### src/fdd_cfg_pkg.sv
package fdd_cfg_pkg;

    // kept low so a simulated revolution stays short
    localparam int SYS_CLK_HZ = 4_000_000;

    localparam int MS_DIV     = SYS_CLK_HZ / 1000;
    localparam int RPM300_DIV = SYS_CLK_HZ / 5;      // 300 rpm, 5 rev/s
    localparam int RPM360_DIV = SYS_CLK_HZ / 6;      // 360 rpm, 6 rev/s

    // half bit cells, two per bit
    localparam int CELL_DIV_250  = SYS_CLK_HZ / (2 * 250_000);
    localparam int CELL_DIV_500  = SYS_CLK_HZ / (2 * 500_000);
    localparam int CELL_DIV_1000 = SYS_CLK_HZ / (2 * 1_000_000);

    localparam int SPINUP_MS  = 3;
    localparam int SETTLE_MS  = 3;
    localparam int MAX_TRACKS = 80;
    localparam int NUM_UNITS  = 4;

    localparam logic [7:0] GAP_BYTE = 8'h4E;

    typedef enum logic [1:0] {DENS_250, DENS_500, DENS_1000} density_e;
    typedef enum logic [1:0] {SZ_128, SZ_256, SZ_512, SZ_1024} sec_size_e;

    typedef struct packed {
        density_e   density;
        sec_size_e  sec_size;
        logic [5:0] sectors;   // sectors per track
        logic       mfm;       // 0 FM, 1 MFM
        logic       rpm360;    // 0 300 rpm, 1 360 rpm
    } fdd_geom_t;

    typedef enum logic [2:0] {CS_IDLE, CS_SPINUP, CS_SETTLE, CS_LOAD, CS_STREAM} ctrl_state_e;

    // raw sector bytes on one track, 63 x 1024 still fits
    function automatic logic [15:0] track_bytes(input fdd_geom_t g);
        return 16'({10'd0, g.sectors} << (7 + g.sec_size));
    endfunction

endpackage

### src/fdd_bus_pkg.sv
package fdd_bus_pkg;

    // shugart bus, all lines active low except usel
    typedef struct packed {
        logic [1:0] usel;
        logic       motor_n;
        logic       step_n;
        logic       sdir_n;    // low steps inward
        logic       side_n;
    } fdd_bus_in_t;

    typedef struct packed {
        logic ready_n;
        logic wprot_n;
        logic track0_n;
        logic index_n;
        logic read_data_n;
    } fdd_bus_out_t;

    typedef struct packed {
        logic [1:0] unit;
        logic [6:0] track;
        logic       side;
    } fdd_pos_t;

    typedef struct packed {
        logic [31:0] lba;
        logic [5:0]  blk_cnt;
    } sd_req_t;

endpackage

### src/fdd_drive_ctrl.sv
`timescale 1ns/1ns

module fdd_drive_ctrl import fdd_cfg_pkg::*, fdd_bus_pkg::*; (
    input  logic        clk,
    input  logic        reset,
    input  fdd_bus_in_t bus_in,
    input  fdd_geom_t   geom [NUM_UNITS],
    input  logic [3:0]  img_mounted,
    input  logic [3:0]  img_readonly,
    input  logic        ms_tick,
    input  logic        load_done,
    output logic        ready_n,
    output logic        wprot_n,
    output logic        track0_n,
    output fdd_geom_t   cur_geom,
    output logic        load_req,
    output fdd_pos_t    load_pos,
    output logic        stream_en
);

    ctrl_state_e state;
    logic [6:0]  head_trk [NUM_UNITS];   // one head per unit
    logic [1:0]  usel_q;
    logic        step_q;
    logic        side_q;
    logic [3:0]  spin_cnt;
    logic [3:0]  settle_cnt;
    fdd_pos_t    loaded_pos;
    logic        loaded_vld;
    fdd_pos_t    cur_pos;
    logic        step_fall;
    logic        side_chg;
    logic        unit_chg;
    logic        spin_ok;

    assign unit_chg  = bus_in.usel != usel_q;
    assign step_fall = step_q & ~bus_in.step_n;
    assign side_chg  = bus_in.side_n != side_q;
    assign spin_ok   = ~bus_in.motor_n & img_mounted[bus_in.usel];
    assign cur_geom  = geom[bus_in.usel];
    assign cur_pos   = '{unit: bus_in.usel, track: head_trk[bus_in.usel], side: ~bus_in.side_n};

    // head stepping, clamped to the track range
    always_ff @(posedge clk) begin
        if (reset) begin
            for (int u = 0; u < NUM_UNITS; u++) begin
                head_trk[u] <= '0;
            end
        end else if (step_fall) begin
            if (!bus_in.sdir_n) begin
                if (head_trk[bus_in.usel] != 7'(MAX_TRACKS - 1))
                    head_trk[bus_in.usel] <= head_trk[bus_in.usel] + 7'd1;
            end else if (head_trk[bus_in.usel] != '0) begin
                head_trk[bus_in.usel] <= head_trk[bus_in.usel] - 7'd1;
            end
        end
    end

    always_ff @(posedge clk) begin
        if (reset) begin
            state      <= CS_IDLE;
            usel_q     <= '0;
            step_q     <= 1'b1;
            side_q     <= 1'b1;
            spin_cnt   <= '0;
            settle_cnt <= '0;
            loaded_pos <= '0;
            loaded_vld <= 1'b0;
            ready_n    <= 1'b1;
            wprot_n    <= 1'b1;
            track0_n   <= 1'b1;
            load_req   <= 1'b0;
            load_pos   <= '0;
            stream_en  <= 1'b0;
        end else begin
            usel_q   <= bus_in.usel;
            step_q   <= bus_in.step_n;
            side_q   <= bus_in.side_n;
            wprot_n  <= ~(img_mounted[bus_in.usel] & img_readonly[bus_in.usel]);
            track0_n <= head_trk[bus_in.usel] != '0;
            load_req <= 1'b0;
            if (!spin_ok || unit_chg) begin
                state     <= CS_IDLE;     // motor off or other unit
                ready_n   <= 1'b1;
                stream_en <= 1'b0;
            end else begin
                case (state)
                    CS_IDLE: begin
                        state    <= CS_SPINUP;
                        spin_cnt <= '0;
                    end
                    CS_SPINUP: begin
                        if (ms_tick) begin
                            if (spin_cnt == 4'(SPINUP_MS - 1)) begin
                                ready_n    <= 1'b0;
                                state      <= CS_SETTLE;
                                settle_cnt <= '0;
                            end else begin
                                spin_cnt <= spin_cnt + 4'd1;
                            end
                        end
                    end
                    CS_SETTLE: begin
                        // any step or side change restarts the settle time
                        if (step_fall || side_chg) begin
                            settle_cnt <= '0;
                        end else if (ms_tick) begin
                            if (settle_cnt == 4'(SETTLE_MS - 1)) begin
                                if (!loaded_vld || cur_pos != loaded_pos) begin
                                    load_req <= 1'b1;
                                    load_pos <= cur_pos;
                                    state    <= CS_LOAD;
                                end else begin
                                    state <= CS_STREAM;
                                end
                            end else begin
                                settle_cnt <= settle_cnt + 4'd1;
                            end
                        end
                    end
                    CS_LOAD: begin
                        if (load_done) begin
                            loaded_pos <= load_pos;
                            loaded_vld <= 1'b1;
                            stream_en  <= 1'b1;
                            state      <= CS_SETTLE;   // recheck, head may have moved
                            settle_cnt <= '0;
                        end
                    end
                    CS_STREAM: begin
                        if (step_fall || side_chg) begin
                            state      <= CS_SETTLE;
                            settle_cnt <= '0;
                        end
                    end
                    default: state <= CS_IDLE;
                endcase
            end
        end
    end

endmodule

### config.mk
export PLATFORM = sky130hd
export DESIGN_NAME = fdd_drive_ctrl
export DESIGN_NICKNAME = d
export VERILOG_FILES = /design/src/fdd_cfg_pkg.sv /design/src/fdd_bus_pkg.sv /design/src/fdd_drive_ctrl.sv
export SDC_FILE = /design/constraint.sdc
export NUM_CORES = 1
export LEC_CHECK = 0
export BUFFER_PORTS_ARGS = -buffer_cell sky130_fd_sc_hd__buf_2
export CELL_PAD_IN_SITES_DETAIL_PLACEMENT = 1
export CELL_PAD_IN_SITES_GLOBAL_PLACEMENT = 2
export CORE_MARGIN = 3
export CORE_UTILIZATION = 34
export DETAILED_ROUTE_END_ITERATION = 8
export PLACE_DENSITY = 0.93
export SYNTH_ARGS = -nofsm -noshare
export SYNTH_HDL_FRONTEND = slang
export SYNTH_SLANG_ARGS = --single-unit
### constraint.sdc
create_clock -name clk -period 4.9 [get_ports clk]
set_input_delay 0.98 -clock clk [delete_from_list [all_inputs] [get_ports clk]]
set_output_delay 0.98 -clock clk [all_outputs]
set_load 0.05 [all_outputs]
# ---- Word level (Yosys, flattened, before mapping)
# Memories as Yosys holds them, arrays and structs flattened.
# Index checks and enable logic that the tools add are counted.
dict set report totals {
  register_bits 41
  mem_bits_rw 28
  inputBits 66
  output_inout_bits 27
  word_cells 122
  n_memories 1
}
# memory depth width rd rd_ports_with_merged_regs write_ports line
set mem_list {}
lappend mem_list {head_trk 4 7 1 0 4 fdd_drive_ctrl.sv:22} ;# logic [6:0] head_trk [NUM_UNITS];
dict set report op_classes {
  add_sub_neg 4
  n_lt_le_gt_ge 2
  eq_ne 20
  muxes 44
  n_bitwise 14
  reduce_logical 19
}
# operator count
set ops {}
lappend ops {{4-bit 2-to-1 mux} 9}
lappend ops {{12-bit binary-select mux with 2-bit select} 1}
lappend ops {{12-bit 2-to-1 mux} 2}
lappend ops {{3-bit 2-to-1 mux} 8}
lappend ops {{1-bit 2-to-1 mux} 16}
lappend ops {{2-bit inequality test, second input constant} 8}
lappend ops {{4-bit case mux with 4 select lines} 1}
lappend ops {{3-bit case mux with 5 select lines} 1}
lappend ops {{7-bit 2-to-1 mux} 2}
lappend ops {{10-bit inequality test} 1}
lappend ops {{1-bit inverter} 9}
lappend ops {{4-bit by 1-bit adder with 4-bit output, second input constant} 2}
lappend ops {{4-bit by 2-bit equality test with 1-bit output, second input constant} 2}
lappend ops {{4-bit case mux with 2 select lines} 1}
lappend ops {{8-bit AND reduction} 1}
lappend ops {{7-bit by 1-bit adder with 7-bit output, second input constant} 1}
lappend ops {{7-bit inequality test, second input constant} 1}
lappend ops {{7-bit AND reduction} 1}
lappend ops {{7-bit nonzero test} 1}
lappend ops {{7-bit OR reduction} 1}
lappend ops {{7-bit by 1-bit subtractor with 7-bit output, second input constant} 1}
lappend ops {{3-bit by 2-bit equality test with 1-bit output, second input constant} 2}
lappend ops {{3-bit inequality test, second input constant} 2}
lappend ops {{3-bit AND reduction} 2}
lappend ops {{other kinds (21)} 27}

# ---- Logic depth before layout (Yosys ltp)
# An unclocked memory read counts as a cell.
dict set report logic_depth {
  depth_word 10
  ltp_mapped 16
  mapped_depth_nobuf 15
}

# ---- Least setup slack after synthesis
# No wires, ideal clock.
dict set report synth_timing {
  kind {input port to flip-flop}
  start {input port bus_in[4] (netlist bit)}
  end {memory head_trk[0][6] (data pin)}
  setup_ps 167
  t_arrival_ps 4173
  required_ps 4733
  setup_slack_ps 560
  path_stages 12
  n_path_buf 1
  path_cell_list {buf_6 -> mux4_1 -> nor4_1 -> nand3_1 -> and3_1 -> ha_1 -> nor2b_1 -> o31a_1 -> o21ai_0 -> a21boi_0 -> or4_4 -> a211oi_1}
}
# item line
set synth_lines {}
lappend synth_lines {{start: declaration} fdd_drive_ctrl.sv:6} ;# input fdd_bus_in_t bus_in,
lappend synth_lines {{end: declaration} fdd_drive_ctrl.sv:22}

==> metrics.yaml <==
placement:
  finalWeightedCongestion: 0.874
  dp.cells: 564
  port_buffers: 92
  place_hpwl_mm: 8.10
critical_path:
  rr_endpoint: "head_trk[0][6]"
  cp_cell_sequence: "buf_2 > mux2_2 > o21ai_2 > inv_1 > nor4_1 > nand3_1 > and3_1 > ha_1 > nor2b_1 > o31a_1 > o21ai_0 > a21boi_0 > or4_4 > a211oi_1"
  crit_start: "bus_in[4]"
  r2r_slack_ns: 0.91
  slowest_stage: "or4_4"
  end_kind: "flip-flop"
  arrival_ns: 4.77
  reg2reg_depth: 13
  endpoint: "head_trk[0][6]"
  cp-start-kind: "input port"
  critical_path_class: "input port to flip-flop"
  worst_ep_required_time_ns: 5.09
  r2r-start: "head_trk[0][1]"
  crit_fanout: 10
  critPathMaxStageDelay_ns: 0.56
detailed_routing:
  antenna_left: 0
  wirelength_mm: 10.5
  drt-pass1-iter-count: 4
  vias_per_cell: 5.26
  wl_per_cell_um: 18.1
  drc: 0
  via_count: 3048
  drt_iter0_drc: 119
cts:
  postCtsResizedCells: 0
  cts.path.max_buffers: 2
  clock_latency_ns: 0.35
  postCtsSetupBuffers: 0
  cts_tree: "built"
  htreeDepth: 3
  cts_made_buffers: 9
  hold_buffers: 0
  clockRootBuffer: "clkbuf_8"
  clk_pin_slew_ns: 0.08
  cts.sinks: 69
floorplanning:
  ios: 93
  core_area_um2: 10500
  num_rows: 37
  initial_core_util_pct: 35.5
  die_h_um: 111
  dieArea_um2: 12200
  die_w_um: 111
sta:
  hold_viol_final: 0
  fin_crit_sh_pct: 93.4
  fin_worst_skew_ns: 0.00986
  rsz0062_at_grt: "no"
  fin_crit_ns: 4.58
  fmax_mhz: 218
  worstMarginPinSlew_ns: 1.31
  finalSetupViolCount: 0
  slew_headroom_pct: 11.9
  finalMaxSlewViolations: 0
logic_synthesis:
  async_reset_ff_share_pct: 0
  netlist_top_cells_area: "edfxtp_1, dfxtp_1, mux4_2"
  synth_cell_types: 51
  ys.flop_type: "dfxtp_1"
  yosysTopAreaCell: "edfxtp_1"
  syn_avg_cell_area_um2: 10.8
  synth-seq-cells: 69
  mappedNetlistArea_um2: 3720
  synth_warnings: 0
  synth_edf_count: 28
  synth_nets: 419
  synth-seq-area-share_pct: 44.7
  syn_inst: 343
  netlist.area_leader.share_pct: 22.6
global_routing:
  met2_usage_pct: 32.9
  top_usage_layer: "met2"
  grt_use_met3_pct: 3.89
  grt_pass1_vias: 3356
  gr-total-overflow: 0
  grt_usage_pct: 17.9
  antenna_found_initial: 0
  met1_usage_pct: 20.6
  grt_pass1_wl_mm: 17.5
  grt_max_degree: 36
cells_and_area:
  fin_util_pct: 43.4
  mostFrequentLayoutCell: "buf_2"
  drive_above_1_share_pct: 32.9
  layout.cells.non_filler: 580
  mostFrequentLayoutCells: "buf_2, nor2_1, dfxtp_1"
  syn_to_final_growth_pct: 22.1
  diodes: 0
  nets: 515
pwr:
  vdd_drop_max_mv: 0.183
  p_per_area_nw_per_um2: 288
  leakage_nw: 1.83
  p_total_w: 0.00131
min_path:
  min_path_type: "flip-flop to flip-flop"
job:
  drv_cap: 0
run_status:
  outcome: "completed"
## metal layers
layer  vias to the layer above  wire length [um]
li1                       1457                 -
met1                      1546              4330
met2                        32              5780
met3                        13               205
met4                         0               176
met5                         -                 0
## stage by stage
step	hold slack [ns]	setup TNS [ns]	instance area, um^2	worst slack (ns)
after detailed placement	0.458	-0.0755	4350	-0.0598
after global routing	0.512	0	4540	0.00511
final	0.468	0	4540	0.322
after floorplan	0.440	0	3720	0.560
after CTS	0.470	0	4540	0.375
after global placement	0.447	0	4350	0.215
## cell families (layout without fill, tap and decap cells)
logic type	Yosys count	in the layout	synth area share (%)
simple gates	125	125	16.8
flops	69	69	44.7
compound gates	47	47	8.58
mux	43	43	18.6
buf+inv	33	134	3.90
xor+xnor	16	16	3.77
fa+ha+maj	10	10	3.57
## state kept, by name, indices dropped and copies added (netlist names), 2 cells and up
| signal | flops |
|---|---|
| head_trk | 28 |
| load_pos | 10 |
| loaded_pos | 10 |
| settle_cnt | 4 |
| spin_cnt | 4 |
| state | 3 |
| usel_q | 2 |
## how the worst min path moves through the flow
stage / slack (ns) / end / depth (start not counted) / from
global route: 0.51 / stream_en / 1 / stream_en
detailed placement: 0.46 / ready_n / 2 / ready_n
global placement: 0.45 / ready_n / 2 / ready_n
floorplan: 0.44 / loaded_vld / 2 / loaded_vld
finish: 0.47 / ready_n / 2 / ready_n
CTS: 0.47 / ready_n / 2 / ready_n
## report_power, final
| group | switching [W] | total, W | internal [W] |
|---|---|---|---|
| Combinational | 0.000144 | 0.000232 | 0.0000876 |
| Sequential | 0.00000600 | 0.000620 | 0.000614 |
| Clock | 0.000223 | 0.000454 | 0.000231 |
| Total | 0.000373 | 0.00131 | 0.000933 |
## synth_stat cells, drive strengths merged (4+ instances only)
| cell | n |
|---|---|
| a21boi | 4 |
| nor2 | 48 |
| nor4 | 7 |
| o21ai | 15 |
| o21a | 5 |
| nand4 | 4 |
| nand2 | 14 |
| clkbuf | 7 |
| inv | 14 |
| edfxtp | 28 |
| nor3 | 17 |
| dfxtp | 41 |
| xnor2 | 10 |
| buf | 12 |
| ha | 9 |
| nor2b | 5 |
| xor2 | 6 |
| mux4 | 20 |
| nand3 | 8 |
| mux2i | 22 |
| a21oi | 10 |
## layout make-up
| class | instances | area (um^2) |
|---|---|---|
| Timing Repair Buffer | 104 | 551 |
| Tap cell | 136 | 170 |
| Clock buffer | 9 | 124 |
| Fill cell | 1224 | 5920 |
| Inverter | 14 | 52.6 |
| Sequential cell | 69 | 1660 |
| Multi-Input combinational cell | 241 | 1920 |
| Clock inverter | 7 | 66.3 |
## worst max-delay path: cells and delay by family
kind	cells	cell delay, ns
muxes	1	0.38
buffers and inverters	2	0.37
adders and majority gates	1	0.36
AOI/OAI and AO/OA	5	1.02
and+or+nand+nor	5	1.63
(Power assumes the default switching activity.)
