`src/fdd_cfg_pkg.sv`:
```
package fdd_cfg_pkg;

    // kept low so a simulated revolution stays short
    localparam int SYS_CLK_HZ = 4_000_000;

    localparam int MS_DIV     = SYS_CLK_HZ / 1000;
    localparam int RPM300_DIV = SYS_CLK_HZ / 5;      // 300 rpm, 5 rev/s
    localparam int RPM360_DIV = SYS_CLK_HZ / 6;      // 360 rpm, 6 rev/s

    // half bit cells, two per bit
    localparam int CELL_DIV_250  = SYS_CLK_HZ / (2 * 250_000);
    localparam int CELL_DIV_500  = SYS_CLK_HZ / (2 * 500_000);
    localparam int CELL_DIV_1000 = SYS_CLK_HZ / (2 * 1_000_000);

    localparam int SPINUP_MS  = 3;
    localparam int SETTLE_MS  = 3;
    localparam int MAX_TRACKS = 80;
    localparam int NUM_UNITS  = 4;

    localparam logic [7:0] GAP_BYTE = 8'h4E;

    typedef enum logic [1:0] {DENS_250, DENS_500, DENS_1000} density_e;
    typedef enum logic [1:0] {SZ_128, SZ_256, SZ_512, SZ_1024} sec_size_e;

    typedef struct packed {
        density_e   density;
        sec_size_e  sec_size;
        logic [5:0] sectors;   // sectors per track
        logic       mfm;       // 0 FM, 1 MFM
        logic       rpm360;    // 0 300 rpm, 1 360 rpm
    } fdd_geom_t;

    typedef enum logic [2:0] {CS_IDLE, CS_SPINUP, CS_SETTLE, CS_LOAD, CS_STREAM} ctrl_state_e;

    // raw sector bytes on one track, 63 x 1024 still fits
    function automatic logic [15:0] track_bytes(input fdd_geom_t g);
        return 16'({10'd0, g.sectors} << (7 + g.sec_size));
    endfunction

endpackage

```
`src/fdd_tick_gen.sv`:
```
`timescale 1ns/1ns

module fdd_tick_gen import fdd_cfg_pkg::*; (
    input  logic      clk,
    input  logic      reset,
    input  fdd_geom_t geom_sel,
    output logic      ms_tick,
    output logic      rot_tick,
    output logic      cell_tick
);

    logic [19:0] cnt [6];
    logic [5:0]  tick;

    // 0 ms, 1 rpm300, 2 rpm360, 3..5 half cells for 250/500/1000k
    function automatic logic [19:0] div_of(input int idx);
        case (idx)
            0:       return 20'(MS_DIV);
            1:       return 20'(RPM300_DIV);
            2:       return 20'(RPM360_DIV);
            3:       return 20'(CELL_DIV_250);
            4:       return 20'(CELL_DIV_500);
            default: return 20'(CELL_DIV_1000);
        endcase
    endfunction

    always_ff @(posedge clk) begin
        if (reset) begin
            for (int i = 0; i < 6; i++) begin
                cnt[i] <= '0;
            end
            tick <= '0;
        end else begin
            for (int i = 0; i < 6; i++) begin
                if (cnt[i] == div_of(i) - 20'd1) begin
                    cnt[i]  <= '0;
                    tick[i] <= 1'b1;      // one cycle strobe
                end else begin
                    cnt[i]  <= cnt[i] + 20'd1;
                    tick[i] <= 1'b0;
                end
            end
        end
    end

    assign ms_tick  = tick[0];
    assign rot_tick = geom_sel.rpm360 ? tick[2] : tick[1];

    always_comb begin
        case (geom_sel.density)
            DENS_500:  cell_tick = tick[4];
            DENS_1000: cell_tick = tick[5];
            default:   cell_tick = tick[3];
        endcase
    end

endmodule

```
`config.mk`:
```
export PLATFORM = sky130hd
export DESIGN_NAME = fdd_tick_gen
export DESIGN_NICKNAME = d
export VERILOG_FILES = /design/src/fdd_cfg_pkg.sv /design/src/fdd_tick_gen.sv
export SDC_FILE = /design/constraint.sdc
export NUM_CORES = 1
export LEC_CHECK = 0
export ABC_AREA = 1
export ABC_CLOCK_PERIOD_IN_PS = 1750
export BUFFER_PORTS_ARGS = -buffer_cell sky130_fd_sc_hd__buf_2
export CELL_PAD_IN_SITES_DETAIL_PLACEMENT = 0
export CELL_PAD_IN_SITES_GLOBAL_PLACEMENT = 2
export CORE_UTILIZATION = 36
export CTS_BUF_LIST = sky130_fd_sc_hd__clkbuf_8
export DETAILED_ROUTE_END_ITERATION = 10
export PLACE_DENSITY = 0.78
export SYNTH_ARGS = -nofsm -noshare
export SYNTH_HDL_FRONTEND = slang
export SYNTH_SLANG_ARGS = --single-unit
```
`constraint.sdc`:
```
create_clock -name clk -period 1.75 [get_ports clk]
set_clock_uncertainty 0.2 [all_clocks]
set_input_delay 0.35 -clock clk [delete_from_list [all_inputs] [get_ports clk]]
set_output_delay 0.35 -clock clk [all_outputs]
set_load 0.01 [all_outputs]
```
Word-level counts from Yosys, hierarchy flattened
Memory sizes are Yosys's and may differ from the RTL's.
Cells that the tools add are included.

storage, ports and cells
  flip-flop bits (word level) = 6
  latch bits = 0
  bits in writable memories = 120
  bits in read-only memories = 0
  bits of input ports = 14
  output and inout port bits = 3
  word-level logic and storage cells = 92
  memories = 1

memory list
  name  depth  width  read ports  clocked after memory_dff  wr ports  line                source
  cnt   6      20     6           0                         6         fdd_tick_gen.sv:12  logic [19:0] cnt [6];

operators by class
  add/subtract/negate cells = 12
  multiply operators = 0
  divide/modulo/power cells = 0
  magnitude comparators = 0
  eq/ne operators = 8
  shifts and indexed selects = 0
  mux-type cells = 58
  bitwise gates (word level) = 12
  reduce and logical (&&, ||, !) cells = 0

operators by type and width
  operator               number
  $mux 20                18
  $add 20x1->20 const B  6
  $eq 20x20->1           6
  $sub 20x1->20 const B  6
  $mux 1                 39
  $or 1x1->1             12
  $eq 2x1->1 const B     1
  $eq 2x2->1 const B     1
  $pmux 1 s2             1

Depth between registers and ports, before layout
Gate-level depths: netlist of the first run.

  depth after elaboration = 8
  mapped depth = 9
  gate-level depth less buffers = 8

Worst setup path after synthesis of the first run
No wires, ideal clock.

  kind = reg2reg
  from = mem cnt[0][0]
  to = mem cnt[0][17], data pin
  library setup time = 251 ps
  arrival = 1287 ps
  required time = 1299 ps
  slack = 12 ps
  stages on the path, launching flop included = 10
  buffers on the path = 1
  period minus slack after synthesis = 1738 ps
  cell sequence = edfxtp_1 -> ha_1 -> nand3_1 -> inv_2 -> nand2_1 -> nor2_2 -> nand2_2 -> nand2_4 -> buf_12 -> nor2_2

RTL lines
  what             line
  start, declared  fdd_tick_gen.sv:12

==> results.txt, run 1 <==
Final nets -> 1136
Vias in the first global route -> 5868
Die X -> 146 microns
Initial drt markers -> 232
Vias/cell -> 4.31
CP Class -> flop to flop
Critical Path AT -> 1.74 ns
CTS sink count -> 126
First-pass GRT wire length -> 26800 microns
RSZ-0062 raised after global routing -> true
Worst skew pair latency -> 0.44 ns
Avg WL per Cell -> 11.2 microns
Starting density of the core -> 36.8%
Syn Inst Count -> 889
Layout cells sized above 1 -> 20.4%
Critical path fanouts, max -> 19
Worst min path class -> primary input to flop
Inst Count DP -> 1351
Layout area overhead -> 29.2%
Port-buffer cells -> 7
Initial antenna violation count -> 0
CTS tree -> done
Flop and latch count out of synthesis -> 126
LEAKAGE -> 3.88 nW
PwrDens -> 754 nW/um^2
YS warnings -> 0
Antenna Violating Nets Remaining -> 0
Average cell area after synthesis -> 8.37 sq um
Min Clock Period, post-route -> 1.76 ns
Clock root buffer -> clkbuf_8
DRT Pass-1 Iters -> 5
VDD IR max -> 0.000413 V
CTS H-tree lvls -> 4
WL final -> 15600 microns
Slowest cell on crit path -> edfxtp_1
CP top delay family -> simple AND/OR/NAND/NOR gates
Crit end category -> flop
Cts bufs inserted -> 17
Pin count of the biggest net entering global routing -> 20
Clock transition at path regs -> 0.08 ns
DPL Wire Length -> 11700 microns
Critical path required time -> 1.73 ns
CP Launch Type -> flop
Sequential area share after synthesis -> 50.1%
DIE HEIGHT -> 146 microns
N_diodes -> 0
Area of the mapped netlist -> 7440 sq um
WP buf/inv -> 2
Commonest non-fill, non-tap cell in the layout -> nor2_1
Most frequent cells in the layout -> nor2_1, nand2_1, edfxtp_1, conb_1, buf_4
Power after layout -> 7.24 mW
Slowest stage delay, CP -> 0.42 ns
Area of the core -> 20200 sq um
Max cap viols -> 0
# IOs -> 17
Distinct cells, synth -> 33
# setup viols final -> 5
Final period util -> 100%
Status -> finished with violations
Die area -> 21200 sq um
Final Max Tran Viols -> 0
Max Freq -> 569 MHz
DRC Markers -> 0
Via count -> 6014
Worst setup margin -> -0.00807 ns
Rows -> 52
Failing checks -> negative setup slack
Final Hold Viols -> 0
CP Cell Sequence -> inv_1, ha_1, nand3_2, nor3_2, nand3_1, nand2_2, buf_12, nor2_1
GPL Wtd Cong -> 0.765
Congestion Overflow GR -> 0
All-Layer GR Usage -> 15.7%
Final Non-Filler Cells -> 1395
Longest Clk Path Bufs -> 2
## worst paths after layout
path / depth (start not counted) / start / slack (ns) / end
setup / recovery: 8 / cnt[2][1] / -0.008 / cnt[2][8]
hold / removal: 3 / reset / 0.07 / tick[5]
setup reg to reg: 8 / cnt[2][1] / -0.008 / cnt[2][8]
hold reg to reg: 2 / cnt[1][19] / 0.43 / cnt[1][19]
## worst register-to-register path, stage by stage (launching register included)
cell and delay (ns):
edfxtp_1 0.42, inv_1 0.07, ha_1 0.15, nand3_2 0.11, nor3_2 0.11, nand3_1 0.12
nand2_2 0.10, buf_12 0.15, nor2_1 0.06
## registers in the layout, summed over array words and instances (netlist names)
name	cells
cnt	120
tick	6
## layer usage
metal,wire length [microns],GRT usage (%),vias to the layer above
met1,7590,19.6,2710
met5,0,0,-
li1,-,-,3255
met4,178,5.37,0
met2,7540,27.2,36
met3,252,2.73,13
## where the power goes
part           internal (mW)  switching (mW)
Clock                   1.67            1.17
Combinational          0.319           0.408
Sequential              3.51           0.164
Total                   5.50            1.74
## logic make-up after synthesis
kind of cell	share of synthesized area, %
multiplexers	0.151
other	0.0504
flip-flops	50.1
XOR/XNOR	6.71
AO/OA/AOI/OAI	4.24
buffers and inverters	5.08
adder cells (fa/ha/maj)	1.68
AND/OR/NAND/NOR	32.0
## synthesized netlist by cell type, drive strengths merged
library cell  number  area (sq um)
nand3b             4          30.0
nand4             11          68.8
inv               78           293
xor2              33           289
buf                8          85.1
xnor2             24           210
nor3b              1          7.51
and2               1          6.26
edfxtp           120          3600
mux2               1          11.3
nand2            182           726
nand3             89           455
o21ai             12          60.1
a21oi             42           210
ha                10           125
conb               1          3.75
o21bai             5          37.5
a22oi              1          7.51
or2               12          75.1
dfxtp              6           120
nor3               7          40.0
nor2             241           975
## area by class of cell
cell class	count	area (sq um)
clock buffer	17	234
clock inverter	15	204
fill	2117	10600
inverter	78	293
multi-input combinational	796	4070
sequential	126	3720
tap	270	338
timing repair buffer	93	751
## what timing repair did
action,4_1_cts,5_1_grt
buffers inserted,1,11
gates cloned,0,0
hold buffers,0,0
resized for setup,11,66
setup endpoints to repair,53,120
pin swaps,1,10
## metrics by stage
step / cell area (sq um) / setup slack [ns] / hold slack, ns / util, % / setup TNS (ns)
6_report: 9610 / -0.00807 / 0.0675 / 47.5 / -0.0239
5_1_grt: 9610 / -0.104 / 0.0603 / 47.5 / -4.31
4_1_cts: 9290 / -0.0249 / 0.0316 / 45.9 / -0.256
3_5_place_dp: 8790 / -0.0617 / 0.421 / 43.5 / -1.73
3_3_place_gp: 8790 / -0.0425 / 0.405 / 43.5 / -1.14
2_1_floorplan: 7890 / 0.0119 / 0.358 / - / 0
Note: power is estimated with default switching activity, not from simulation.
==> run 2: changes to the inputs <==
- BUFFER_PORTS_ARGS: -buffer_cell sky130_fd_sc_hd__buf_2 -> not set
- CORE_UTILIZATION: 36 -> 37
- DONT_BUFFER_PORTS: not set -> 1
- PLACE_DENSITY: 0.78 -> not set
- PLACE_DENSITY_LB_ADDON: not set -> 0.1
==> run 2 against run 1 <==
- the run still ends with negative setup slack left
- sequential power is essentially flat
- total power shrank 1.7%
- maximum frequency shrank 1.8%
- die area shrank 2.7%
- worst setup slack lost 0.031 ns
- non-clock buffer count grew 28
- wire length grew 8.2%
- worst hold slack gained 0.27 ns
- combinational power grew 31%
- clock power shrank 12%
- critical path type unchanged
- largest power group unchanged
==> results.txt, run 2 (synthesis results as in run 1) <==
Status -> finished with violations (unchanged)
Failing checks -> negative setup slack (unchanged)
Critical path required time -> 1.74 ns (was 1.73 ns)
Worst skew pair latency -> 0.44 ns (about the same)
DPL Wire Length -> 11600 microns (was 11700 microns)
# IOs -> 17 (unchanged)
Clock root buffer -> clkbuf_8 (unchanged)
Final nets -> 1167 (was 1136)
Final period util -> 102% (was 100%)
Cts bufs inserted -> 17 (unchanged)
All-Layer GR Usage -> 16.5% (was 15.7%)
Worst slew margin -> 51.4%
Critical Path AT -> 1.78 ns (was 1.74 ns)
Reg power frac -> 51.7% (was 50.8%)
Slowest cell on crit path -> edfxtp_1 (unchanged)
Max reg flops -> 120 (unchanged)
DRC Markers -> 0 (unchanged)
Comb pwr share -> 13.4% (was 10.0%)
CP Launch Type -> flop (unchanged)
N_diodes -> 0 (unchanged)
CTS tree -> done (unchanged)
Avg WL per Cell -> 11.9 microns (was 11.2 microns)
Worst hold path depth -> 3 (unchanged)
Reg with most FFs -> cnt (unchanged)
Port-buffer cells -> 0 (was 7)
Commonest non-fill, non-tap cell in the layout -> nand2_1 (was nor2_1)
Multi-input gate area -> 4680 sq um (was 4070 sq um)
Setup Total Neg Slack -> -0.584 ns (was -0.0239 ns)
Layout cells sized above 1 -> 31.3% (was 20.4%)
Pin count of the biggest net entering global routing -> 20 (unchanged)
Worst setup margin -> -0.0395 ns (was -0.00807 ns)
Rows -> 51 (was 52)
Filler cells -> 1927 (was 2117)
Critical path fanouts, max -> 5 (was 19)
Antenna Violating Nets Remaining -> 0 (unchanged)
Max cap viols -> 0 (unchanged)
LEAKAGE -> 4.12 nW (was 3.88 nW)
Die X -> 144 microns (was 146 microns)
CP Cell Sequence -> nor2_2, nand3_2, nor2_2, nand3_2, nand2_4, clkbuf_16, nor2_2 (was inv_1, ha_1, nand3_2, nor3_2, nand3_1, nand2_2, buf_12, nor2_1)
First-pass GRT wire length -> 26600 microns (was 26800 microns)
Net Sw Frac -> 25.5% (was 24.1%)
P_int -> 5.30 mW (was 5.50 mW)
WL final -> 16800 microns (was 15600 microns)
Clock transition at path regs -> 0.07 ns (was 0.08 ns)
Area of the core -> 19600 sq um (was 20200 sq um)
Initial drt markers -> 214 (was 232)
Initial antenna violation count -> 0 (unchanged)
Worst min path class -> primary input to flop (unchanged)
DRT Pass-1 Iters -> 5 (unchanged)
Critical Path Most Common Cell -> nor2_2
Switch Pwr -> 1.82 mW (was 1.74 mW)
Worst slew pin tran -> 0.728 ns
Final Max Tran Viols -> 0 (unchanged)
Worst r2r path cells -> 7 (was 8)
DIE HEIGHT -> 144 microns (was 146 microns)
# setup viols final -> 33 (was 5)
Starting density of the core -> 38.0% (was 36.8%)
Via count -> 6260 (was 6014)
PwrDens -> 677 nW/um^2 (was 754 nW/um^2)
CTS sink count -> 126 (unchanged)
Min Clock Period, post-route -> 1.79 ns (was 1.76 ns)
Clock power share -> 34.9% (was 39.2%)
Max Freq -> 559 MHz (was 569 MHz)
Most frequent cells in the layout -> nand2_1, nor2_1, edfxtp_1, conb_1, buf_4 (was nor2_1, nand2_1, edfxtp_1, conb_1, buf_4)
VDD IR max -> 0.000468 V (was 0.000413 V)
RSZ-0062 raised after global routing -> true (unchanged)
Congestion Overflow GR -> 0 (unchanged)
Final Hold Viols -> 0 (unchanged)
Longest Clk Path Bufs -> 2 (unchanged)
Slowest stage delay, CP -> 0.47 ns (was 0.42 ns)
Power after layout -> 7.12 mW (was 7.24 mW)
Vias in the first global route -> 5724 (was 5868)
GPL Wtd Cong -> 0.824 (was 0.765)
Layout area overhead -> 41.3% (was 29.2%)
Crit end category -> flop (unchanged)
Top flop regs -> cnt x120, tick x6 (unchanged)
Die area -> 20700 sq um (was 21200 sq um)
CP Class -> flop to flop (unchanged)
Vias/cell -> 4.41 (was 4.31)
CTS H-tree lvls -> 4 (unchanged)
Storage cell area -> 3720 sq um (about the same)
run 2: cell count changes in the layout (fill, tap and decap cells not counted), moves of 17 or more:
| cell | delta |
|---|---|
| a21oi_1 | -20 |
| a21oi_2 | +17 |
| buf_4 | +24 |
| nor2_1 | -64 |
| nor2_2 | +32 |
| nor2_4 | +32 |
run 2: through the flow:
| step | hold slack [ns] | instances | area, sq um | worst slack [ns] | utilization [%] |
|---|---|---|---|---|---|
| 2_1_floorplan | 0.358 | 1008 | 7890 | 0.0119 | - |
| 3_3_place_gp | 0.224 | 1345 | 8820 | -0.0446 | 45.0 |
| 3_5_place_dp | 0.225 | 1345 | 8820 | -0.0514 | 45.0 |
| 4_1_cts | -0.261 | 1381 | 9320 | -0.00155 | 47.6 |
| 5_1_grt | 0.345 | 1419 | 10500 | -0.131 | 53.7 |
| 6_report | 0.338 | 1419 | 10500 | -0.0395 | 53.7 |
run 2: path summary, 6_finish.rpt:
check        startpoint          to  slack, ns
min               reset  cnt[1][16]       0.34
max           cnt[5][3]   cnt[5][7]      -0.04
min reg2reg   cnt[2][0]   cnt[2][0]       0.43
max reg2reg   cnt[5][3]   cnt[5][7]      -0.04
run 2: area by class of cell:
class	instances	area share (%)
clock buffers	17	2.23
clock inverters	13	1.27
inverters	78	2.81
multi-input cells	799	44.5
flip-flops and latches	126	35.4
well taps	265	3.15
repair buffers	121	10.6
run 2: worst max-delay path, delay by kind of cell, from the launching register on:
kind | cells | cell delay (ns)
AND/OR/NAND/NOR | 6 | 0.68
flip-flops | 1 | 0.47
buffers and inverters | 1 | 0.18
run 2: repair_timing:
action,in CTS,in global routing
gates resized for setup,23,207
buffers inserted,6,26
hold endpoints to repair,6,6
setup endpoints to repair,80,121
gates cloned,0,11
pin swaps,2,61
run 2: power by group through the flow:
stage                     logic, mW  registers [mW]  clock network, mW
final                         0.956            3.68               2.49
after global routing           1.07            3.71               2.70
after floorplan               0.434            3.71                  0
after CTS                     0.699            3.67               2.60
after global placement        0.668            3.73                  0
after detailed placement      0.672            3.74                  0
run 2: layer usage:
layer  track usage (%)  wire length (microns)  vias to the layer above
met2              27.6                   8300                       50
met5                 0                      0                        -
met3              3.67                    368                        9
met1              21.1                   8010                     2882
li1                  -                      -                     3319
met4              4.93                    159                        0
