**src/fdd_cfg_pkg.sv**
```systemverilog
package fdd_cfg_pkg;

    // kept low so a simulated revolution stays short
    localparam int SYS_CLK_HZ = 4_000_000;

    localparam int MS_DIV     = SYS_CLK_HZ / 1000;
    localparam int RPM300_DIV = SYS_CLK_HZ / 5;      // 300 rpm, 5 rev/s
    localparam int RPM360_DIV = SYS_CLK_HZ / 6;      // 360 rpm, 6 rev/s

    // half bit cells, two per bit
    localparam int CELL_DIV_250  = SYS_CLK_HZ / (2 * 250_000);
    localparam int CELL_DIV_500  = SYS_CLK_HZ / (2 * 500_000);
    localparam int CELL_DIV_1000 = SYS_CLK_HZ / (2 * 1_000_000);

    localparam int SPINUP_MS  = 3;
    localparam int SETTLE_MS  = 3;
    localparam int MAX_TRACKS = 80;
    localparam int NUM_UNITS  = 4;

    localparam logic [7:0] GAP_BYTE = 8'h4E;

    typedef enum logic [1:0] {DENS_250, DENS_500, DENS_1000} density_e;
    typedef enum logic [1:0] {SZ_128, SZ_256, SZ_512, SZ_1024} sec_size_e;

    typedef struct packed {
        density_e   density;
        sec_size_e  sec_size;
        logic [5:0] sectors;   // sectors per track
        logic       mfm;       // 0 FM, 1 MFM
        logic       rpm360;    // 0 300 rpm, 1 360 rpm
    } fdd_geom_t;

    typedef enum logic [2:0] {CS_IDLE, CS_SPINUP, CS_SETTLE, CS_LOAD, CS_STREAM} ctrl_state_e;

    // raw sector bytes on one track, 63 x 1024 still fits
    function automatic logic [15:0] track_bytes(input fdd_geom_t g);
        return 16'({10'd0, g.sectors} << (7 + g.sec_size));
    endfunction

endpackage

```
**src/fdd_flux_encoder.sv**
```systemverilog
`timescale 1ns/1ns

module fdd_flux_encoder import fdd_cfg_pkg::*; (
    input  logic        clk,
    input  logic        reset,
    input  logic        stream_en,
    input  logic        rot_tick,
    input  logic        cell_tick,
    input  fdd_geom_t   cur_geom,
    output logic [12:0] rd_addr,
    input  logic [7:0]  rd_data,
    output logic        index_n,
    output logic        read_data_n
);

    logic [15:0] tbytes;
    logic [15:0] nxt_idx;      // byte waiting in the prefetch
    logic [7:0]  nxt_data;
    logic [7:0]  sr;
    logic [2:0]  bit_cnt;
    logic [1:0]  start_wait;
    logic        starting;
    logic        sending;
    logic        half;         // 0 clock half-cell, 1 data half-cell
    logic        prev_bit;
    logic        pulse;

    assign tbytes   = track_bytes(cur_geom);
    assign nxt_data = (nxt_idx < tbytes) ? rd_data : GAP_BYTE;
    assign rd_addr  = nxt_idx[12:0];

    // FM clocks every bit, MFM only between two zeros
    assign pulse = half ? sr[7] : (~cur_geom.mfm | (~prev_bit & ~sr[7]));

    always_ff @(posedge clk) begin
        if (reset) begin
            nxt_idx     <= '0;
            sr          <= '0;
            bit_cnt     <= '0;
            start_wait  <= '0;
            starting    <= 1'b0;
            sending     <= 1'b0;
            half        <= 1'b0;
            prev_bit    <= 1'b0;
            index_n     <= 1'b1;
            read_data_n <= 1'b1;
        end else begin
            read_data_n <= 1'b1;
            if (!stream_en) begin
                starting <= 1'b0;
                sending  <= 1'b0;
                index_n  <= 1'b1;
            end else if (rot_tick) begin
                nxt_idx    <= '0;         // new revolution, back to byte 0
                start_wait <= 2'd2;       // let the RAM read settle
                starting   <= 1'b1;
                sending    <= 1'b0;
                index_n    <= 1'b1;
            end else if (starting) begin
                if (start_wait != '0) begin
                    start_wait <= start_wait - 2'd1;
                end else if (cell_tick) begin
                    sr       <= nxt_data;
                    bit_cnt  <= '0;
                    half     <= 1'b0;
                    sending  <= 1'b1;
                    starting <= 1'b0;
                    index_n  <= 1'b0;     // low for all of byte 0
                    if (nxt_idx < tbytes)
                        nxt_idx <= nxt_idx + 16'd1;
                end
            end else if (sending && cell_tick) begin
                read_data_n <= ~pulse;
                if (!half) begin
                    half <= 1'b1;
                end else begin
                    half     <= 1'b0;
                    prev_bit <= sr[7];
                    if (bit_cnt == 3'd7) begin
                        sr      <= nxt_data;   // no bubble between bytes
                        bit_cnt <= '0;
                        index_n <= 1'b1;
                        if (nxt_idx < tbytes)
                            nxt_idx <= nxt_idx + 16'd1;
                    end else begin
                        sr      <= {sr[6:0], 1'b0};
                        bit_cnt <= bit_cnt + 3'd1;
                    end
                end
            end
        end
    end

endmodule

```
**config.mk**
```make
export PLATFORM = sky130hd
export DESIGN_NAME = fdd_flux_encoder
export DESIGN_NICKNAME = d
export VERILOG_FILES = /design/src/fdd_cfg_pkg.sv /design/src/fdd_flux_encoder.sv
export SDC_FILE = /design/constraint.sdc
export NUM_CORES = 1
export LEC_CHECK = 0
export BUFFER_PORTS_ARGS = -buffer_cell sky130_fd_sc_hd__buf_4
export CORE_ASPECT_RATIO = 1.2
export CORE_MARGIN = 5
export CORE_UTILIZATION = 51
export DETAILED_ROUTE_END_ITERATION = 16
export GPL_ROUTABILITY_DRIVEN = 0
export PLACE_DENSITY = 0.78
export REMOVE_ABC_BUFFERS = 1
export SYNTH_ARGS = -nofsm -noshare
export SYNTH_HDL_FRONTEND = slang
export SYNTH_SLANG_ARGS = --single-unit
```
**constraint.sdc**
```tcl
create_clock -name clk -period 3.2 [get_ports clk]
set_clock_uncertainty 0.2 [all_clocks]
set_input_delay 0.16 -clock clk [delete_from_list [all_inputs] [get_ports clk]]
set_output_delay 0.16 -clock clk [all_outputs]
set_load 0.03 [all_outputs]
```
-- After elaboration in Yosys (flattened, before gate mapping)
Index checks and enable logic that the tools add are counted.
- reduce and logical (&&, ||, !) cells: 20
- muxes and demuxes: 38
- eq/ne operators: 5
- $add $sub $neg: 4
- $lt $le $gt $ge: 1
- bitwise logic cells: 11
- shift-type cells: 1
- operators by type and width (cell ; number):
    two-way mux 16 bit ; 8
    two-way mux 8 bit ; 7
    two-way mux 3 bit ; 6
    adder 16 x 1 -> 16 bit (second input constant) ; 1
    < comparator 16 bit ; 1
    << shifter 6 x 4 -> 16 bit ; 1
    AND reduction 5 bit ; 3
    two-way mux 1 bit ; 14
    AND reduction 6 bit ; 2
    nonzero test 2 bit ; 6
    NOT 1 bit ; 9
    nonzero test 3 bit ; 3
    two-way mux 2 bit ; 3
    inequality test 3 bit (second input constant) ; 2
    AND reduction 3 bit ; 2
    OR reduction 5 bit ; 1
    adder 3 x 2 -> 4 bit (first input constant) ; 1
    inequality test 2 bit (second input constant) ; 2
    adder 3 x 1 -> 3 bit (second input constant) ; 1
    == test 3 bit (second input constant) ; 1
    OR reduction 3 bit ; 1
    OR reduction 2 bit ; 1
    subtractor 2 x 1 -> 2 bit (second input constant) ; 1
    bitwise AND 1 bit ; 1
    2 further kinds ; 2
- input port bits: 25
- bits in registers: 35
- output and inout port bits: 15

-- Logic depth before layout (Yosys ltp)
Gate-level depths: netlist (run 1).
- depth in word-level cells: 9
- mapped depth: 13
- depth with buffers taken out: 13

-- Worst setup path after synthesis (run 1)
No wires, ideal clock.
- kind: input to register
- start point: input port cur_geom[8] (netlist bit)
- end point: register nxt_idx[12]
- stages: 13
- arrival: 2928 ps
- buffers on the path: 1
- setup slack: 2 ps
- path through: inv_1 > ha_1 > buf_1 > mux2i_1 > a21oi_1 > mux2i_1 > ha_1 > a211oi_1 > o21ai_1 > a211oi_4 > nand2_2 > or3_1 > a21oi_1
- cells in the longest elaborated chain, start to end: 9
- elaborated cells on any way between the ends: 11
- those cells by class: add/sub: 1; order compare: 1; shift: 1; mux: 8
- ends and longest elaborated chain (what ; RTL line ; RTL):
    from (decl) ; fdd_flux_encoder.sv:9 ; input fdd_geom_t cur_geom,
    adder 3 x 2 -> 4 bit (*) ; fdd_cfg_pkg.sv:37 ; return 16'({10'd0, g.sectors} << (7 + g.sec_size));
    << shifter 6 x 4 -> 16 bit (*) ; fdd_cfg_pkg.sv:37 ;
    < comparator 16 bit (*) ; fdd_flux_encoder.sv:69, fdd_flux_encoder.sv:83 ;
    two-way mux 16 bit (*) ; n/a ;
    two-way mux 16 bit (3 in a row) ; n/a ;
    two-way mux 16 bit (*) (2 in a row) ; n/a ;
    to (signal assigned) ; fdd_flux_encoder.sv:70 ; nxt_idx <= nxt_idx + 16'd1;
    to (signal assigned) ; fdd_flux_encoder.sv:84 ; nxt_idx <= nxt_idx + 16'd1;
    to (decl) ; fdd_flux_encoder.sv:17 ; logic [15:0] nxt_idx;
Mark *: on every way between the ends. The rest lies on a longest branch, timed or not. The select of a mux whose other input is x is not followed.
A chain may end at the register's enable or synchronous reset.

-- Worst setup path in the final report (run 1)
Ends and elaborated chain as after synthesis.

==> impl_metrics.toml, run 1 <==
[outcome]
status = "finished, final reports clean"

[cts]
cts_root_buf = "clkbuf_8"
cts_max_path_buffers = 2
htree_levels = 2
path_clk_slew_ns = 0.07
clkLatencyLatePin_ns = 0.28
cts_sinks = 35
cts_made_buffers = 5
cts_tree = "built"

[timing]
slew_viol_final = 0
relSlewSlack_pct = 55.1
fmax_ghz = 0.343
finalCriticalPeriod_ns = 2.91
rsz0062_at_grt = "no"
finalSetupViolCount = 0
fin_crit_sh_pct = 91.0
worst_pin_slew_ns = 0.674
final_hold_viol_count = 0

[yosys]
synth_warnings = 0
synthCells = 289
synth-edff-count = 0
async_reset_ff_share_pct = 0
synth.distinct_cells = 48
ys_seq_area_share_pct = 30.4
postSynthAreaPerCell_sq_um = 7.99
synth.ff_latch_count = 35
netlist_area_sq_um = 2310
yosys-top-cells-area = "dfxtp_1 (30%), ha_1 (9.8%), a21oi_1 (6.5%)"
yosysTopAreaCell = "dfxtp_1"
synthFlopType = "dfxtp_1"
synth_top_area_share_pct = 30.4

[pwr]
p_leak_uw = 0.00110
power_density_nw_per_um2 = 335
clock_power_share_pct = 34.4
combPwrFrac_pct = 16.0
switching_power_uw = 236
p_int_uw = 656
ir_drop_uv = 195
seqPwrFrac_pct = 49.7
swShare_pct = 26.4

[setup_path]
crit_fanout = 9
cp-end-kind = "register"
arrival_ns = 2.93
worstSetupPathType = "in2reg"
worstPathRequired_ns = 3.21
ff2ff_path_depth = 7
crit_path_start_kind = "input pin"
ff2ff_setup_slack_ns = 0.83

[die]
chipHeight_um = 83.7
ios = 40
die-area_sq_um = 5980
die_x_um = 71.4
placementRows = 26
initial_core_util_pct = 53.4
coreArea_sq_um = 4330

[global_route]
grt_pass1_wl_um = 8830
grt-ovfl-total = 0
grt_start_max_net_pins = 23
grt.total_usage_pct = 17.8
grt_pass1_vias = 2055
antenna_found_initial = 0

[drt]
drcViolationCount = 0
final_antenna_net_count = 0
first_pass_iters = 4
first_iter_violations = 67
vias_per_cell = 5.70
wire_per_inst_um = 13.6
postRouteWirelength_um = 5110
vias = 2136

[placement]
placed_cells = 364
hpwlAfterDp_um = 3830
portBuffers = 36

[layout]
final_nets = 361
final_common_cell = "buf_4"
fin_cells = 375
drive_above_1_share_pct = 18.8
final_cell_mix = "buf_4 (42), dfxtp_1 (35), a21oi_1 (30), nand2_1 (28), nor2_1 (24)"
area_delta_synth_final_pct = 15.2
final_util_pct = 61.5
antennaDiodeCount = 0

[run]
drv_cap = 0

[worst_hold_path]
hold_depth = 3
hp-class = "in2reg"
power by group through the flow:
stage	registers, uW	clock network (uW)	logic (uW)
after floorplan	453	0	80.8
after global placement	452	0	136
after detailed placement	453	0	139
after CTS	443	313	143
after global routing	443	335	160
final	443	306	142
worst paths after layout:
path,to,start
setup / recovery,nxt_idx[12]$_SDFFE_PP0P_,cur_geom[8]
hold reg to reg,start_wait[1]$_SDFFE_PP0P_,start_wait[1]$_SDFFE_PP0P_
setup reg to reg,nxt_idx[12]$_SDFFE_PP0P_,nxt_idx[1]$_SDFFE_PP0P_
hold / removal,sr[1]$_SDFFE_PP0P_,rd_data[1]
synth_stat cells, drive strengths merged, types with 2 or more instances:
cell type,count
dfxtp,35
a21oi,31
nand2,29
nor2,24
nand3,20
buf,18
ha,18
o21ai,16
mux2i,10
inv,9
nor3,8
or3,8
and3,7
xor2,6
nand4,5
clkbuf,4
nand2b,4
nor2b,4
o21a,4
o221ai,4
mux2,3
a211oi,2
nand3b,2
nor3b,2
layout make-up:
cell class,count,area [sq um]
clock inverters,1,5.00
multi-input cells,222,1430
flip-flops and latches,35,701
clock buffers,7,76.3
inverters,9,33.8
well taps,56,70.1
repair buffers,45,345
fillers,402,1670
through the flow:
step                hold WS [ns]  power (uW)  cell area, sq um  TNS, ns  setup WS [ns]
detailed placement         0.204         592              2540  -0.0147        -0.0111
floorplan                 0.0291         534              2160  -0.0249        -0.0114
finish                   0.00254         892              2660        0          0.288
global placement           0.202         588              2540        0         0.0728
global route              0.0247         938              2660        0        0.00909
CTS                      0.00122         898              2650        0          0.275
repair_timing:
item / CTS / global route
hold buffers: 3 / 0
hold endpoints to repair: 4 / 0
resized for setup: 0 / 1
buffers inserted: 0 / 0
setup endpoints to repair: 0 / 1
kinds of logic after synthesis:
group,share of synthesized area [%]
xor gates and xnor gates,2.66
AOI/OAI and AO/OA,17.3
buffers and inverters,8.02
adders and majority gates,9.76
other,0.162
DFF,30.4
muxes,5.80
and+or+nand+nor,25.9
metal layers:
layer	global-route usage, %	share of wire [%]	vias to the layer above
met4	7.52	1.4	0
met1	22.1	44	1006
met2	29.8	51	43
met5	0	0	-
met3	2.89	3.6	8
li1	-	-	1079
worst max-delay path: stages:
cell and delay (ns):
buf_4 0.08, inv_1 0.04, ha_1 0.31, buf_4 0.16
mux2i_1 0.24, mux2i_1 0.12, a22oi_1 0.22, ha_1 0.28
a21oi_1 0.17, o21ai_1 0.13, a211oi_4 0.32, nand2_2 0.17
or3_1 0.38, a21oi_1 0.14
registers in the layout (all words and copies together), names as in the netlist:
signal and count:
bit_cnt 3, sending 1, starting 1, start_wait 2, half 1, index_n 1, read_data_n 1, prev_bit 1
sr 8, nxt_idx 16
Power figures use the tool's default switching activity.
==> inputs of run 2 (changes only) <==
Settings changed: PLACE_DENSITY 0.78 to 0.88.
==> run 2 against run 1 <==
Net effect: via count shrank 0.37%; final cell count grew 0.27%; global-route usage grew 0.17 points; highest routed layer unchanged.
==> impl_metrics.toml, run 2 (same netlist as run 1, synthesis figures left out) <==
[layout]
regMostFlops = "nxt_idx"
final_cell_mix = "buf_4 (42), dfxtp_1 (35), a21oi_1 (30), nand2_1 (28), nor2_1 (24)"
reg_top3 = "nxt_idx: 16 flops, sr: 8 flops, bit_cnt: 3 flops"
antennaDiodeCount = 0
drive_above_1_share_pct = 18.8
fin_cells = 376
fill_cells = 384
final_common_cell = "buf_4"
largest_register_ffs = 16
area_delta_synth_final_pct = 17.6
final_nets = 362

[timing]
slew_viol_final = 0
fmax_ghz = 0.343
finalCriticalPeriod_ns = 2.91
fin_ws_ns = 0.286
final_hold_viol_count = 0
relSlewSlack_pct = 54.7
rsz0062_at_grt = "no"
fin_crit_sh_pct = 91.1
finalSetupViolCount = 0
worst_pin_slew_ns = 0.680

[placement]
pre_cts_slack_ns = -0.0208
hpwlAfterDp_um = 3870
portBuffers = 36
placed_cells = 364

[global_route]
grt_start_max_net_pins = 23
grt.total_usage_pct = 17.9
antenna_found_initial = 0
grt-ovfl-total = 0
grt_pass1_vias = 2133
grt_pass1_wl_um = 8930

[setup_path]
r2r-start = "bit_cnt[0]$_SDFFE_PP0P_"
worstPathRequired_ns = 3.21
cp-end-kind = "register"
worstSetupPathType = "in2reg"
crit_start = "cur_geom[8]"
arrival_ns = 2.93
crit_fanout = 9
crit_path_start_kind = "input pin"
ff2ff_setup_slack_ns = 0.78
ff2ff_path_depth = 8
r2r_end = "nxt_idx[15]$_SDFFE_PP0P_"

[die]
die_x_um = 71.4
placementRows = 26
die-area_sq_um = 5980
chipHeight_um = 83.7
ios = 40
coreArea_sq_um = 4330
initial_core_util_pct = 53.4

[pwr]
clock_power_share_pct = 44.7
switching_power_uw = 243
p_total_uw = 1060
power_density_nw_per_um2 = 390
p_leak_uw = 0.00112
swShare_pct = 23.0
combPwrFrac_pct = 13.5
seqPwrFrac_pct = 41.8
p_int_uw = 815
ir_drop_uv = 179

[worst_hold_path]
hold_depth = 2
whs_endpoint = "half$_SDFFE_PP0P_"
hp-class = "in2reg"
min_from = "reset"

[drt]
first_pass_iters = 4
vias_per_cell = 5.66
wire_per_inst_um = 13.5
first_iter_violations = 107
postRouteWirelength_um = 5060
final_antenna_net_count = 0
vias = 2128
drcViolationCount = 0

[run]
drv_cap = 0

[cts]
cts_max_path_buffers = 2
cts_tree = "built"
cts_made_buffers = 5
cts_hold_buf = 4
htree_levels = 2
path_clk_slew_ns = 0.08
cts_root_buf = "clkbuf_8"
postCtsSetupBuffers = 0
clkLatencyLatePin_ns = 0.29
cts_resized = 0
cts_sinks = 35

[outcome]
status = "finished, final reports clean"
==> run 2: cell count changes in the layout (fill, tap and decap cells not counted), sizes merged <==
cell,change
clkinv,-1
bufinv,+2
clkbuf,-1
dlygate4sd3,+1
==> run 2: how the worst max path moves through the flow <==
stage	end	slack, ns
final	nxt_idx[15]$_SDFFE_PP0P_	0.29
after global routing	nxt_idx[15]$_SDFFE_PP0P_	0.07
after CTS	nxt_idx[15]$_SDFFE_PP0P_	0.28
after detailed placement	nxt_idx[15]$_SDFFE_PP0P_	-0.02
after global placement	nxt_idx[15]$_SDFFE_PP0P_	0.09
after floorplan	nxt_idx[12]$_SDFFE_PP0P_	-0.01
==> run 2: cell type report <==
type / instances / area [sq um] / share of cell area (%)
clock buffer: 6 / 72.6 / 2.67
clock inverter: 2 / 60.1 / 2.21
inverter: 9 / 33.8 / 1.24
multi-input combinational: 222 / 1420 / 52.4
sequential: 35 / 701 / 25.8
tap: 56 / 70.1 / 2.58
timing repair buffer: 46 / 355 / 13.1
==> run 2: power by group through the flow <==
stage / logic (uW) / registers, uW / clock network (uW)
floorplan: 80.8 / 453 / 0
global placement: 134 / 452 / 0
detailed placement: 139 / 453 / 0
CTS: 143 / 442 / 477
global route: 160 / 443 / 493
finish: 143 / 443 / 473
==> run 2: metal layers <==
metal	track usage [%]	up-vias	part of all wire, %
met5	0	-	0
met3	3.61	12	4.6
li1	-	1072	-
met2	32.0	54	50
met4	8.38	0	2.7
met1	19.8	990	42
==> run 2: critical path, cell delays in order <==
cell and delay [ns]:
buf_4 0.08, inv_1 0.04, ha_1 0.34, buf_4 0.14, mux2i_1 0.25, mux2i_1 0.15
a22oi_1 0.21, ha_1 0.27, a21oi_1 0.16, o21ai_1 0.12, a211oi_4 0.33, nand3_4 0.18
or3_1 0.38, a21oi_1 0.13
==> run 2: through the flow <==
stage / instance area (sq um) / TNS, ns / util, % / hold slack [ns]
finish: 2720 / 0 / 62.8 / 0.00578
global route: 2720 / 0 / 62.8 / 0.0217
CTS: 2720 / 0 / 62.8 / 0.0000253
detailed placement: 2540 / -0.0350 / 58.8 / 0.206
global placement: 2540 / 0 / 58.8 / 0.200
floorplan: 2160 / -0.0249 / - / 0.0291
